**src/logic/fe_pkg.sv**
```systemverilog
// Fetch next-PC definitions
`default_nettype none

package fe_pkg;

  //////////////////////////////////////////////////
  // Address and history widths
  //////////////////////////////////////////////////
  localparam int vaddr_width   = 32;
  localparam int ghist_width   = 2;
  localparam int start_bit     = 2;

  // Table geometry
  localparam int btb_idx_width = 4;
  localparam int btb_tag_width = 8;
  localparam int btb_entries   = 1 << btb_idx_width;
  localparam int bht_idx_width = 6;
  localparam int bht_entries   = 1 << bht_idx_width;

  typedef logic [vaddr_width-1:0]   vaddr_t;
  typedef logic [btb_idx_width-1:0] btb_idx_t;
  typedef logic [btb_tag_width-1:0] btb_tag_t;
  typedef logic [bht_idx_width-1:0] bht_idx_t;
  typedef logic [ghist_width-1:0]   ghist_t;
  typedef logic [1:0]               ctr_t;

  // Counter starts weakly not taken
  localparam ctr_t   ctr_weak_nt = 2'b01;
  localparam vaddr_t boot_pc     = 32'h0000_1000;

  // Table init sequencing
  typedef enum logic {
    init_sweep,
    init_ready
  } init_state_e;

endpackage

`default_nettype wire

```
**src/logic/fe_bht.sv**
```systemverilog
// Gshare branch history table
`timescale 1ns/1ps
`default_nettype none

module fe_bht (
  input  wire            clk_i,
  input  wire            arst_n_i,
  input  wire            r_v_i,
  input  fe_pkg::vaddr_t r_addr_i,
  input  fe_pkg::ghist_t r_ghist_i,
  input  wire            w_v_i,
  input  fe_pkg::vaddr_t w_addr_i,
  input  fe_pkg::ghist_t w_ghist_i,
  input  wire            w_taken_i,
  output logic           pred_o,
  output logic           init_done_o
);

  fe_pkg::ctr_t ctr_mem [fe_pkg::bht_entries];

  fe_pkg::init_state_e state_r;
  fe_pkg::bht_idx_t    init_cnt_r;

  fe_pkg::bht_idx_t r_idx;
  fe_pkg::bht_idx_t w_idx;

  // Top index bits are folded with the global history
  function automatic fe_pkg::bht_idx_t hash_idx(input fe_pkg::vaddr_t addr,
                                                 input fe_pkg::ghist_t ghist);
    fe_pkg::bht_idx_t idx;
    idx = addr[fe_pkg::start_bit +: fe_pkg::bht_idx_width];
    idx[fe_pkg::bht_idx_width-1 -: fe_pkg::ghist_width] =
      idx[fe_pkg::bht_idx_width-1 -: fe_pkg::ghist_width] ^ ghist;
    return idx;
  endfunction

  // One saturating step toward the outcome
  function automatic fe_pkg::ctr_t ctr_step(input fe_pkg::ctr_t ctr, input logic taken);
    fe_pkg::ctr_t nxt;
    nxt = ctr;
    if (taken && (ctr != 2'b11))
      nxt = ctr + 1'b1;
    else if (!taken && (ctr != 2'b00))
      nxt = ctr - 1'b1;
    return nxt;
  endfunction

  assign r_idx       = hash_idx(r_addr_i, r_ghist_i);
  assign w_idx       = hash_idx(w_addr_i, w_ghist_i);
  assign init_done_o = (state_r == fe_pkg::init_ready);

  //////////////////////////////////////////////////
  // Reset sweep and counter update
  //////////////////////////////////////////////////
  always_ff @(posedge clk_i or negedge arst_n_i)
  begin
    if (!arst_n_i)
    begin
      state_r    <= fe_pkg::init_sweep;
      init_cnt_r <= '0;
    end
    else if (state_r == fe_pkg::init_sweep)
    begin
      init_cnt_r <= init_cnt_r + 1'b1;
      if (init_cnt_r == fe_pkg::bht_idx_t'(fe_pkg::bht_entries - 1))
        state_r <= fe_pkg::init_ready;
    end
  end

  always_ff @(posedge clk_i)
  begin
    if (state_r == fe_pkg::init_sweep)
      ctr_mem[init_cnt_r] <= fe_pkg::ctr_weak_nt;
    else if (w_v_i)
      ctr_mem[w_idx] <= ctr_step(ctr_mem[w_idx], w_taken_i);
  end

  // Registered prediction, counter msb
  always_ff @(posedge clk_i or negedge arst_n_i)
  begin
    if (!arst_n_i)
      pred_o <= 1'b0;
    else if (r_v_i)
      pred_o <= init_done_o && ctr_mem[r_idx][1];
  end

  a_no_write_in_sweep: assert property (@(posedge clk_i) disable iff (!arst_n_i)
    w_v_i |-> init_done_o);

endmodule

`default_nettype wire

```
**src/logic/fe_btb.sv**
```systemverilog
// Branch target buffer
`timescale 1ns/1ps
`default_nettype none

module fe_btb (
  input  wire            clk_i,
  input  wire            arst_n_i,
  input  wire            r_v_i,
  input  fe_pkg::vaddr_t r_addr_i,
  input  wire            w_v_i,
  input  wire            w_clr_i,
  input  fe_pkg::vaddr_t w_addr_i,
  input  fe_pkg::vaddr_t w_tgt_i,
  output logic           hit_o,
  output fe_pkg::vaddr_t tgt_o,
  output logic           init_done_o
);

  logic             valid_r [fe_pkg::btb_entries];
  fe_pkg::btb_tag_t tag_mem [fe_pkg::btb_entries];
  fe_pkg::vaddr_t   tgt_mem [fe_pkg::btb_entries];

  fe_pkg::init_state_e state_r;
  fe_pkg::btb_idx_t    init_cnt_r;

  fe_pkg::btb_idx_t r_idx;
  fe_pkg::btb_tag_t r_tag;
  fe_pkg::btb_idx_t w_idx;
  fe_pkg::btb_tag_t w_tag;

  assign r_idx = r_addr_i[fe_pkg::start_bit +: fe_pkg::btb_idx_width];
  assign r_tag = r_addr_i[fe_pkg::start_bit + fe_pkg::btb_idx_width +: fe_pkg::btb_tag_width];
  assign w_idx = w_addr_i[fe_pkg::start_bit +: fe_pkg::btb_idx_width];
  assign w_tag = w_addr_i[fe_pkg::start_bit + fe_pkg::btb_idx_width +: fe_pkg::btb_tag_width];

  assign init_done_o = (state_r == fe_pkg::init_ready);

  //////////////////////////////////////////////////
  // Reset sweep
  //////////////////////////////////////////////////
  always_ff @(posedge clk_i or negedge arst_n_i)
  begin
    if (!arst_n_i)
    begin
      state_r    <= fe_pkg::init_sweep;
      init_cnt_r <= '0;
    end
    else if (state_r == fe_pkg::init_sweep)
    begin
      init_cnt_r <= init_cnt_r + 1'b1;
      if (init_cnt_r == fe_pkg::btb_idx_t'(fe_pkg::btb_entries - 1))
        state_r <= fe_pkg::init_ready;
    end
  end

  // Sweep clears valid bits, then training owns the array
  always_ff @(posedge clk_i)
  begin
    if (state_r == fe_pkg::init_sweep)
      valid_r[init_cnt_r] <= 1'b0;
    else if (w_v_i)
    begin
      valid_r[w_idx] <= !w_clr_i;
      if (!w_clr_i)
      begin
        tag_mem[w_idx] <= w_tag;
        tgt_mem[w_idx] <= w_tgt_i;
      end
    end
  end

  //////////////////////////////////////////////////
  // Registered lookup
  //////////////////////////////////////////////////
  always_ff @(posedge clk_i or negedge arst_n_i)
  begin
    if (!arst_n_i)
      hit_o <= 1'b0;
    else if (r_v_i)
      hit_o <= init_done_o && valid_r[r_idx] && (tag_mem[r_idx] == r_tag);
  end

  always_ff @(posedge clk_i)
  begin
    if (r_v_i)
      tgt_o <= tgt_mem[r_idx];
  end

  // Selector holds off training until both tables finish sweeping
  a_no_write_in_sweep: assert property (@(posedge clk_i) disable iff (!arst_n_i)
    w_v_i |-> init_done_o);

  a_clr_needs_write: assert property (@(posedge clk_i) disable iff (!arst_n_i)
    w_clr_i |-> w_v_i);

endmodule

`default_nettype wire

```
**src/logic/fe_pc_gen.sv**
```systemverilog
// Fetch next-PC generator
`timescale 1ns/1ps
`default_nettype none

module fe_pc_gen (
  input  wire            clk_i,
  input  wire            arst_n_i,
  input  wire            redirect_v_i,
  input  fe_pkg::vaddr_t redirect_pc_i,
  input  wire            redirect_br_v_i,
  input  fe_pkg::vaddr_t redirect_br_pc_i,
  input  wire            redirect_br_taken_i,
  input  fe_pkg::ghist_t redirect_br_ghist_i,
  input  wire            attaboy_v_i,
  input  fe_pkg::vaddr_t attaboy_pc_i,
  input  fe_pkg::vaddr_t attaboy_tgt_i,
  input  wire            attaboy_taken_i,
  input  fe_pkg::ghist_t attaboy_ghist_i,
  input  wire            if1_we_i,
  input  wire            if2_we_i,
  output fe_pkg::vaddr_t next_pc_o,
  output fe_pkg::vaddr_t if2_pc_o,
  output logic           if2_pred_taken_o,
  output fe_pkg::ghist_t if2_ghist_o,
  output logic           attaboy_yumi_o,
  output logic           init_done_o
);

  // Table read side
  logic           rd_v;
  fe_pkg::ghist_t rd_ghist;
  logic           btb_hit;
  fe_pkg::vaddr_t btb_tgt;
  logic           bht_pred;
  logic           btb_init_done;
  logic           bht_init_done;

  // Table write side
  logic           btb_w_v;
  logic           btb_w_clr;
  fe_pkg::vaddr_t btb_w_addr;
  fe_pkg::vaddr_t btb_w_tgt;
  logic           bht_w_v;
  fe_pkg::vaddr_t bht_w_addr;
  fe_pkg::ghist_t bht_w_ghist;
  logic           bht_w_taken;

  fe_btb btb (
    .clk_i(clk_i), .arst_n_i(arst_n_i),
    .r_v_i(rd_v), .r_addr_i(next_pc_o),
    .w_v_i(btb_w_v), .w_clr_i(btb_w_clr), .w_addr_i(btb_w_addr), .w_tgt_i(btb_w_tgt),
    .hit_o(btb_hit), .tgt_o(btb_tgt), .init_done_o(btb_init_done)
  );

  fe_bht bht (
    .clk_i(clk_i), .arst_n_i(arst_n_i),
    .r_v_i(rd_v), .r_addr_i(next_pc_o), .r_ghist_i(rd_ghist),
    .w_v_i(bht_w_v), .w_addr_i(bht_w_addr), .w_ghist_i(bht_w_ghist),
    .w_taken_i(bht_w_taken),
    .pred_o(bht_pred), .init_done_o(bht_init_done)
  );

  fe_pc_select pc_select (
    .clk_i(clk_i), .arst_n_i(arst_n_i),
    .redirect_v_i(redirect_v_i), .redirect_pc_i(redirect_pc_i),
    .redirect_br_v_i(redirect_br_v_i), .redirect_br_pc_i(redirect_br_pc_i),
    .redirect_br_taken_i(redirect_br_taken_i), .redirect_br_ghist_i(redirect_br_ghist_i),
    .attaboy_v_i(attaboy_v_i), .attaboy_pc_i(attaboy_pc_i), .attaboy_tgt_i(attaboy_tgt_i),
    .attaboy_taken_i(attaboy_taken_i), .attaboy_ghist_i(attaboy_ghist_i),
    .if1_we_i(if1_we_i), .if2_we_i(if2_we_i),
    .btb_hit_i(btb_hit), .btb_tgt_i(btb_tgt), .bht_pred_i(bht_pred),
    .btb_init_done_i(btb_init_done), .bht_init_done_i(bht_init_done),
    .next_pc_o(next_pc_o), .rd_v_o(rd_v), .rd_ghist_o(rd_ghist),
    .btb_w_v_o(btb_w_v), .btb_w_clr_o(btb_w_clr),
    .btb_w_addr_o(btb_w_addr), .btb_w_tgt_o(btb_w_tgt),
    .bht_w_v_o(bht_w_v), .bht_w_addr_o(bht_w_addr),
    .bht_w_ghist_o(bht_w_ghist), .bht_w_taken_o(bht_w_taken),
    .if2_pc_o(if2_pc_o), .if2_pred_taken_o(if2_pred_taken_o), .if2_ghist_o(if2_ghist_o),
    .attaboy_yumi_o(attaboy_yumi_o), .init_done_o(init_done_o)
  );

endmodule

`default_nettype wire

```
**src/logic/fe_pc_select.sv**
```systemverilog
// Next-PC selection and training
`timescale 1ns/1ps
`default_nettype none

module fe_pc_select (
  input  wire            clk_i,
  input  wire            arst_n_i,
  input  wire            redirect_v_i,
  input  fe_pkg::vaddr_t redirect_pc_i,
  input  wire            redirect_br_v_i,
  input  fe_pkg::vaddr_t redirect_br_pc_i,
  input  wire            redirect_br_taken_i,
  input  fe_pkg::ghist_t redirect_br_ghist_i,
  input  wire            attaboy_v_i,
  input  fe_pkg::vaddr_t attaboy_pc_i,
  input  fe_pkg::vaddr_t attaboy_tgt_i,
  input  wire            attaboy_taken_i,
  input  fe_pkg::ghist_t attaboy_ghist_i,
  input  wire            if1_we_i,
  input  wire            if2_we_i,
  input  wire            btb_hit_i,
  input  fe_pkg::vaddr_t btb_tgt_i,
  input  wire            bht_pred_i,
  input  wire            btb_init_done_i,
  input  wire            bht_init_done_i,
  output fe_pkg::vaddr_t next_pc_o,
  output logic           rd_v_o,
  output fe_pkg::ghist_t rd_ghist_o,
  output logic           btb_w_v_o,
  output logic           btb_w_clr_o,
  output fe_pkg::vaddr_t btb_w_addr_o,
  output fe_pkg::vaddr_t btb_w_tgt_o,
  output logic           bht_w_v_o,
  output fe_pkg::vaddr_t bht_w_addr_o,
  output fe_pkg::ghist_t bht_w_ghist_o,
  output logic           bht_w_taken_o,
  output fe_pkg::vaddr_t if2_pc_o,
  output logic           if2_pred_taken_o,
  output fe_pkg::ghist_t if2_ghist_o,
  output logic           attaboy_yumi_o,
  output logic           init_done_o
);

  fe_pkg::vaddr_t if1_pc_r;
  logic           if1_looked_r;
  fe_pkg::ghist_t if1_ghist_r;
  logic           if1_taken;
  fe_pkg::ghist_t ghist_r;
  fe_pkg::ghist_t ghist_n;
  logic           br_train;

  //////////////////////////////////////////////////
  // Next PC
  //////////////////////////////////////////////////
  // Boot entry in IF1 carries no lookup
  assign if1_taken = if1_looked_r && btb_hit_i && bht_pred_i;

  always_comb
  begin
    if (redirect_v_i)
      next_pc_o = redirect_pc_i;
    else if (if1_taken)
      next_pc_o = btb_tgt_i;
    else
      next_pc_o = if1_pc_r + fe_pkg::vaddr_t'(4);
  end

  // Resolved branch restores history, else IF1 outcome shifts in
  always_comb
  begin
    if (redirect_br_v_i)
      ghist_n = {redirect_br_ghist_i[fe_pkg::ghist_width-2:0], redirect_br_taken_i};
    else if (if1_we_i && if1_looked_r)
      ghist_n = {ghist_r[fe_pkg::ghist_width-2:0], if1_taken};
    else
      ghist_n = ghist_r;
  end

  assign rd_v_o     = if1_we_i;
  assign rd_ghist_o = ghist_n;

  //////////////////////////////////////////////////
  // Stage registers and history
  //////////////////////////////////////////////////
  always_ff @(posedge clk_i or negedge arst_n_i)
  begin
    if (!arst_n_i)
    begin
      if1_pc_r     <= fe_pkg::boot_pc - fe_pkg::vaddr_t'(4);
      if1_looked_r <= 1'b0;
      if1_ghist_r  <= '0;
      ghist_r      <= '0;
    end
    else
    begin
      ghist_r <= ghist_n;
      if (if1_we_i)
      begin
        if1_pc_r     <= next_pc_o;
        if1_looked_r <= 1'b1;
        if1_ghist_r  <= ghist_n;
      end
    end
  end

  always_ff @(posedge clk_i or negedge arst_n_i)
  begin
    if (!arst_n_i)
    begin
      if2_pc_o         <= '0;
      if2_pred_taken_o <= 1'b0;
      if2_ghist_o      <= '0;
    end
    else if (if2_we_i)
    begin
      if2_pc_o         <= if1_pc_r;
      if2_pred_taken_o <= if1_taken;
      if2_ghist_o      <= if1_ghist_r;
    end
  end

  //////////////////////////////////////////////////
  // Training arbitration
  //////////////////////////////////////////////////
  assign init_done_o    = btb_init_done_i && bht_init_done_i;
  assign br_train       = redirect_br_v_i && init_done_o;
  assign attaboy_yumi_o = attaboy_v_i && !redirect_br_v_i && init_done_o;

  // Not-taken resolution invalidates the entry
  assign btb_w_v_o    = br_train || (attaboy_yumi_o && attaboy_taken_i);
  assign btb_w_clr_o  = br_train && !redirect_br_taken_i;
  assign btb_w_addr_o = br_train ? redirect_br_pc_i : attaboy_pc_i;
  assign btb_w_tgt_o  = br_train ? redirect_pc_i : attaboy_tgt_i;

  assign bht_w_v_o     = br_train || attaboy_yumi_o;
  assign bht_w_addr_o  = br_train ? redirect_br_pc_i : attaboy_pc_i;
  assign bht_w_ghist_o = br_train ? redirect_br_ghist_i : attaboy_ghist_i;
  assign bht_w_taken_o = br_train ? redirect_br_taken_i : attaboy_taken_i;

  a_yumi_needs_valid: assert property (@(posedge clk_i) disable iff (!arst_n_i)
    attaboy_yumi_o |-> attaboy_v_i);

endmodule

`default_nettype wire

```
**config.mk**
```make
export PLATFORM = sky130hd
export DESIGN_NAME = fe_pc_gen
export DESIGN_NICKNAME = d
export VERILOG_FILES = /design/src/logic/fe_pkg.sv /design/src/logic/fe_bht.sv /design/src/logic/fe_btb.sv /design/src/logic/fe_pc_gen.sv /design/src/logic/fe_pc_select.sv
export SDC_FILE = /design/constraint.sdc
export NUM_CORES = 1
export LEC_CHECK = 0
export BUFFER_PORTS_ARGS = -buffer_cell sky130_fd_sc_hd__buf_2
export CORE_MARGIN = 4
export CORE_UTILIZATION = 55
export DETAILED_ROUTE_END_ITERATION = 8
export HOLD_SLACK_MARGIN = 0.08
export PLACE_DENSITY = 0.76
export SLEW_MARGIN = 0
export SYNTH_ARGS = -nofsm -noshare
export SYNTH_HDL_FRONTEND = slang
export SYNTH_SLANG_ARGS = --single-unit
```
**constraint.sdc**
```tcl
create_clock -name clk_i -period 5.3 [get_ports clk_i]
set_input_delay 0.53 -clock clk_i [delete_from_list [all_inputs] [get_ports clk_i]]
set_output_delay 0.53 -clock clk_i [all_outputs]
set_load 0.005 [all_outputs]
```
==> results.yml, run 1 <==
clocking:
  cts_tree: "yes"
  cts_setup_buffers: 0
  insertion_delay_ns: 0.66
  clock-sinks: 902
  htreeDepth: 3
  cts_made_buffers: 88
  cts-resized-gates: 0
  root_buffer: "clkbuf_16"
  clockBufferDepth: 3
  clk_pin_slew_worst_paths_ns: 0.06
setup_path:
  cp.arrival_ns: 5.09
  crit_top_cell: "a311oi_1"
  cp_max_fo: 40
  path_class: "register to register"
  path_cells: "and3_4, mux2_2, nand2_1, and3_1, a311oi_1, a311oi_1, a31o_2, a211oi_1, ha_1, mux2i_1, or2_2, a211o_1, a21oi_4, buf_4"
  max_stage_delay_ns: 0.63
  worstPathRequired_ns: 5.68
  worst_path_max_delay_cell: "mux2_2"
  crit_path_end_kind: "register"
  critPathLaunchType: "register"
detailed_routing:
  dr.pass1.iters: 6
  vias: 26700
  vias_per_cell: 6.39
  wl_per_cell_um: 25.2
  drt-initial-drc-count: 3697
  postRouteAntennaNets: 0
  drc_errors: 0
  routed_wl_um: 105000
power_and_ir_drop:
  peakVddDrop_uv: 230
  powerDensity_nw_per_um2: 378
  p_leak_nw: 15.2
sta:
  holdWs_ns: 0.300
  tns_ns: 0
  worstMarginPinSlew_ns: 1.02
  relSlewSlack_pct: 31.0
  fin_ws_ns: 0.587
  hold_viol_final: 0
  grt_setup_unrepaired: "false"
  slew_violations: 0
  final.min_clock_period_ns: 4.71
  clock_skew_ns: 0.0409
  min_period_over_period_pct: 88.9
  setup_viol_count_final: 0
  clock.fmax_ghz: 0.212
global_routing:
  globalRoute.totalOverflow: 0
  track_usage_pct: 27.5
  grt_pass1_vias: 26200
  antenna_found_initial: 3
  grt_max_degree: 115
  grt_first_pass_wirelength_um: 157000
place:
  dpl_worst_slack_ns: 0.528
  numPlacedInstances: 4010
  hpwl_um: 61000
  gp_congestion: 0.895
  numPortBuffers: 169
synth:
  netlist_area_sq_um: 39100
  synth_cells: 3041
  syn-num-nets: 3187
  avgSynthCellArea_sq_um: 12.8
  synth.area.top_cells: "edfxtp_1 63%, nand2_1 6.7%, dfrtp_1 4.9%"
  ys.warnings.count: 0
  synth_seq_cells: 902
  synth_edf_count: 816
  synth_top_area_cell: "edfxtp_1"
  synthFlopType: "edfxtp_1"
  synth-seq-area-share_pct: 68.3
  async_flop_share_pct: 9.53
  yosysTopAreaCellShare_pct: 62.7
  yosys.cell_types.count: 79
final_layout:
  area_growth_pct: 12.6
  nFillCells: 5014
  num-nets-final: 3307
  layout-drive-gt1-share_pct: 18.1
  finalNonFillerCells: 4176
floorplan:
  coreArea_sq_um: 70300
  die_x_um: 274
  fp.dieArea_sq_um: 75300
  pin_count: 210
  rows: 97
  fp.dieH_um: 274
  start_util_pct: 55.6
job:
  maxCapViolCount: 0
hold_path:
  hold_path.class: "input pin to register"
outcome:
  outcome: "finished clean"
==> placed cells by master (no fill, tap or decap), types with 30 or more instances in the layout <==
cell type	count
o21ai_0	49
mux4_2	30
mux2i_1	57
dfrtp_1	76
clkbuf_16	89
nor2_1	139
xnor2_1	31
a21oi_1	49
a311oi_1	84
buf_2	166
mux2_2	138
and3_1	59
nand2_1	694
nand3_1	299
edfxtp_1	816
a31oi_1	37
buf_4	52
==> final cells by class <==
cell class | count | area [sq um] | share of cell area [%]
well taps | 940 | 1180 | 2.67
inverters | 23 | 96.3 | 0.219
clock inverters | 52 | 608 | 1.38
multi-input cells | 1913 | 11600 | 26.4
clock buffers | 112 | 2320 | 5.28
repair buffers | 233 | 1510 | 3.44
diodes | 1 | 2.50 | 0.00569
flip-flops and latches | 902 | 26700 | 60.6
==> kinds of logic (layout without fill, tap and decap cells) <==
| logic type | after synthesis | count (layout) | synth area share [%] |
|---|---|---|---|
| flip-flops | 902 | 902 | 68.3 |
| AO/OA/AOI/OAI | 362 | 362 | 6.80 |
| other | 0 | 1 | 0 |
| buffers and inverters | 226 | 420 | 2.45 |
| AND/OR/NAND/NOR | 1273 | 1273 | 14.1 |
| multiplexers | 227 | 227 | 7.23 |
| XOR/XNOR | 46 | 46 | 1.03 |
| adder cells (fa/ha/maj) | 5 | 5 | 0.160 |
==> worst max-delay path: cells and delay by family, from the launching register on <==
family	cells	cell delay, ns
compound gates	6	1.40
fa+ha+maj	1	0.24
buf+inv	1	0.36
flops	1	0.62
mux	2	0.73
simple gates	4	1.07
==> registers in the layout, indices dropped and copies added (netlist names), 2 cells and up <==
name                   cells
btb.tgt_mem              512
bht.ctr_mem              128
btb.tag_mem              128
btb.tgt_o                 32
pc_select.if1_pc_r        32
pc_select.if2_pc_o        32
btb.valid_r               16
bht.init_cnt_r             6
btb.init_cnt_r             4
pc_select.ghist_r          2
pc_select.if1_ghist_r      2
pc_select.if2_ghist_o      2
==> through the flow <==
stage	utilization [%]	instance area [sq um]	power (mW)
after global placement	58.4	41100	10.3
final	62.6	44000	16.6
after CTS	62.6	44000	16.6
after floorplan	-	39100	9.59
after global routing	62.6	44000	17.2
after detailed placement	58.4	41100	10.4
==> Yosys cell counts (50+ instances only) <==
master / count
nand2_1: 694
mux2_2: 138
edfxtp_1: 816
nand3_1: 299
clkbuf_1: 105
nor2_1: 157
buf_2: 54
a21oi_1: 50
a311oi_1: 84
mux2i_1: 58
dfrtp_1: 76
and3_1: 61
==> power by group <==
group	switching (mW)	leakage [nW]	internal (mW)	total (mW)
registers	0.133	8.07	7.91	8.05
logic	1.50	5.70	0.757	2.25
clock network	2.71	1.42	3.63	6.34
total	4.34	15.2	12.3	16.6
==> metal layers <==
metal / GRT usage, % / vias up / wire (um)
met5: 0 / - / 0
met4: 9.64 / 0 / 3240
met3: 5.25 / 215 / 12400
met2: 44.2 / 1678 / 50300
met1: 38.0 / 13200 / 39100
li1: - / 11600 / -
==> timing repair <==
action / CTS / global route
hold endpoints to repair: 34 / 0
setup endpoints to repair: 0 / 0
hold buffers: 1 / 0
==> final timing paths <==
path                                              from                      to  slack [ns]  cells after the start
min in group asynchronous                     arst_n_i       bht.init_cnt_r[3]        0.47                      2
worst min-delay path                 redirect_pc_i[31]  pc_select.if1_pc_r[31]        0.30                      4
worst min register to register  pc_select.if2_pc_o[28]  pc_select.if2_pc_o[28]        0.50                      1
max in group asynchronous                     arst_n_i  pc_select.if2_pc_o[22]        3.78                      3
worst max-delay path                   bht.init_done_o      bht.ctr_mem[55][1]        0.59                     14
worst max register to register         bht.init_done_o      bht.ctr_mem[55][1]        0.59                     14
Power figures use the tool's default switching activity.
==> run 2, diff against run 1 <==
==> constraint.sdc (replaced) <==
create_clock -name clk_i -period 5.3 [get_ports clk_i]
set_input_delay 1.59 -clock clk_i [delete_from_list [all_inputs] [get_ports clk_i]]
set_output_delay 1.59 -clock clk_i [all_outputs]
set_load 0.005 [all_outputs]
==> run 2 against run 1 <==
Effect of this change:
- clock skew decreased by 0.0098 ns
- global-route usage increased by 0.89 points
- first-iteration DRC count is 0.76% higher
- wire length is 2.8% higher
- non-clock buffer count rose by 26
- worst hold slack gained 0.20 ns
- fmax down 7.5%
- critical path type is now register to output pin
==> results.yml, run 2 (synthesis results as in run 1) <==
clocking:
  clock-sinks: 902
  cts_hold_buffers: 0
  cts_made_buffers: 86
  root_buffer: "clkbuf_16"
  cts_tree: "yes"
  clk_pin_slew_worst_paths_ns: 0.06
  htreeDepth: 3
  clockBufferDepth: 3
  insertion_delay_ns: 0.66
final_layout:
  antenna_cells: 0
  layout_common_cells: "816 x edfxtp_1, 694 x nand2_1, 299 x nand3_1, 166 x buf_2, 139 x nor2_1"
  finalNonFillerCells: 4198
  top_regs: "btb.tgt_mem: 512 flops, bht.ctr_mem: 128 flops, btb.tag_mem: 128 flops"
  layout-drive-gt1-share_pct: 18.9
  num-nets-final: 3331
  area_growth_pct: 13.7
  largest_reg_flops: 512
  final_common_cell: "edfxtp_1"
  largest_register: "btb.tgt_mem"
place:
  numPlacedInstances: 4036
  gp_congestion: 0.910
  dpl_worst_slack_ns: 0.0950
  hpwl_um: 61200
  numPortBuffers: 169
setup_path:
  crit_start: "pc_select.if1_pc_r[2]"
  cp.arrival_ns: 3.51
  max_stage_delay_ns: 0.68
  critPathTopFamily: "simple AND/OR/NAND/NOR gates"
  crit_path_end_kind: "output pin"
  r2r-start: "bht.init_done_o"
  path_cells: "nand3_1, or4_4, inv_1, and3_1, nand3_1, xnor2_1, mux2i_1, o21ai_0, buf_2"
  crit_top_cell: "nand3_1"
  path_class: "register to output pin"
  cp_max_fo: 9
  critPathLaunchType: "register"
  worstPathRequired_ns: 3.71
  worst_path_max_delay_cell: "or4_4"
  path_buf_inv: 2
floorplan:
  start_util_pct: 55.6
  coreArea_sq_um: 70300
  rows: 97
  fp.dieH_um: 274
  pin_count: 210
  die_x_um: 274
  fp.dieArea_sq_um: 75300
detailed_routing:
  drt-initial-drc-count: 3725
  wl_per_cell_um: 25.8
  drc_errors: 0
  dr.pass1.iters: 6
  postRouteAntennaNets: 0
  vias_per_cell: 6.46
  routed_wl_um: 108000
  vias: 27100
global_routing:
  grt_max_degree: 107
  grt_pass1_vias: 27000
  antenna_found_initial: 0
  globalRoute.totalOverflow: 0
  grt_first_pass_wirelength_um: 162000
  track_usage_pct: 28.4
sta:
  clock_skew_ns: 0.0311
  tns_ns: 0
  worstMarginPinSlew_ns: 0.968
  final.min_clock_period_ns: 5.10
  grt_setup_unrepaired: "false"
  slew_violations: 0
  min_period_over_period_pct: 96.1
  clock.fmax_ghz: 0.196
  holdWs_ns: 0.504
  relSlewSlack_pct: 35.5
  fin_ws_ns: 0.205
  hold_viol_final: 0
  setup_viol_count_final: 0
power_and_ir_drop:
  power_frac_comb_pct: 13.7
  power_frac_clock_pct: 38.0
  powerDensity_nw_per_um2: 376
  p_leak_nw: 15.4
  p_int_mw: 12.3
  p_sw_mw: 4.36
  peakVddDrop_uv: 228
  switching_share_pct: 26.1
  pwr-share-seq_pct: 48.2
hold_path:
  hold_path.class: "register to register"
  hold_start: "pc_select.if2_pc_o[8]"
job:
  maxCapViolCount: 0
outcome:
  outcome: "finished clean"
run 2: cell count changes in the layout (fill, tap and decap cells not counted), moves of 4 or more:
| cell | change |
|---|---|
| buf_12 | +16 |
| buf_4 | +11 |
| clkbuf_1 | -4 |
| o21ai_0 | -4 |
| o21ai_1 | +4 |
run 2: stage by stage:
stage          cell area (sq um)  utilization (%)  power, mW
3_3_place_gp               41500             59.0       10.3
6_report                   44400             63.2       16.7
4_1_cts                    44400             63.2       16.7
3_5_place_dp               41500             59.0       10.4
2_1_floorplan              39100                -       9.60
5_1_grt                    44400             63.2       17.2
run 2: per-layer routing:
layer  global-route usage, %  share of wire, %  vias up
li1                        -                 -    11600
met1                    38.5                37    13400
met2                    44.9                47     1756
met3                    6.05                12      325
met4                    12.2               4.2        0
met5                       0                 0        -
run 2: timing repair:
item                       4_1_cts  5_1_grt
setup endpoints to repair        1        8
resized for setup                1        6
pin swaps                        0        1
setup buffers                    0        1
run 2: cell type report:
type | instances | area, sq um
clock buffers | 105 | 2240
clock inverters | 56 | 692
fillers | 4917 | 25900
inverters | 23 | 96.3
multi-input cells | 1913 | 11600
flip-flops and latches | 902 | 26700
well taps | 940 | 1180
repair buffers | 259 | 1900
run 2: final timing paths:
check / slack (ns) / cells after the start / end
max reg2reg: 0.99 / 16 / bht.ctr_mem[46][1]
min in group asynchronous: 1.04 / 1 / btb.init_done_o
max in group asynchronous: 3.30 / 2 / pc_select.if1_pc_r[26]
min: 0.50 / 1 / pc_select.if2_pc_o[8]
min reg2reg: 0.50 / 1 / pc_select.if2_pc_o[8]
max: 0.20 / 9 / next_pc_o[21]
run 2: worst reg2reg max path, cell delays in order (launching register included):
cell	delay (ns)
dfrtp_1	0.64
and3_4	0.29
buf_4	0.23
mux2i_4	0.31
buf_4	0.27
mux4_2	0.34
mux2i_1	0.27
mux2i_1	0.12
mux2i_1	0.17
mux2i_1	0.16
inv_1	0.10
ha_2	0.18
mux2i_1	0.10
or2_4	0.25
a211o_1	0.26
a21oi_4	0.20
buf_12	0.22
run 2: power groups by stage:
stage / sequential [mW] / clock, mW / combinational, mW
2_1_floorplan: 8.13 / 0 / 1.47
3_3_place_gp: 8.19 / 0 / 2.15
3_5_place_dp: 8.20 / 0 / 2.22
4_1_cts: 8.05 / 6.40 / 2.25
5_1_grt: 8.07 / 6.71 / 2.46
6_report: 8.06 / 6.35 / 2.29
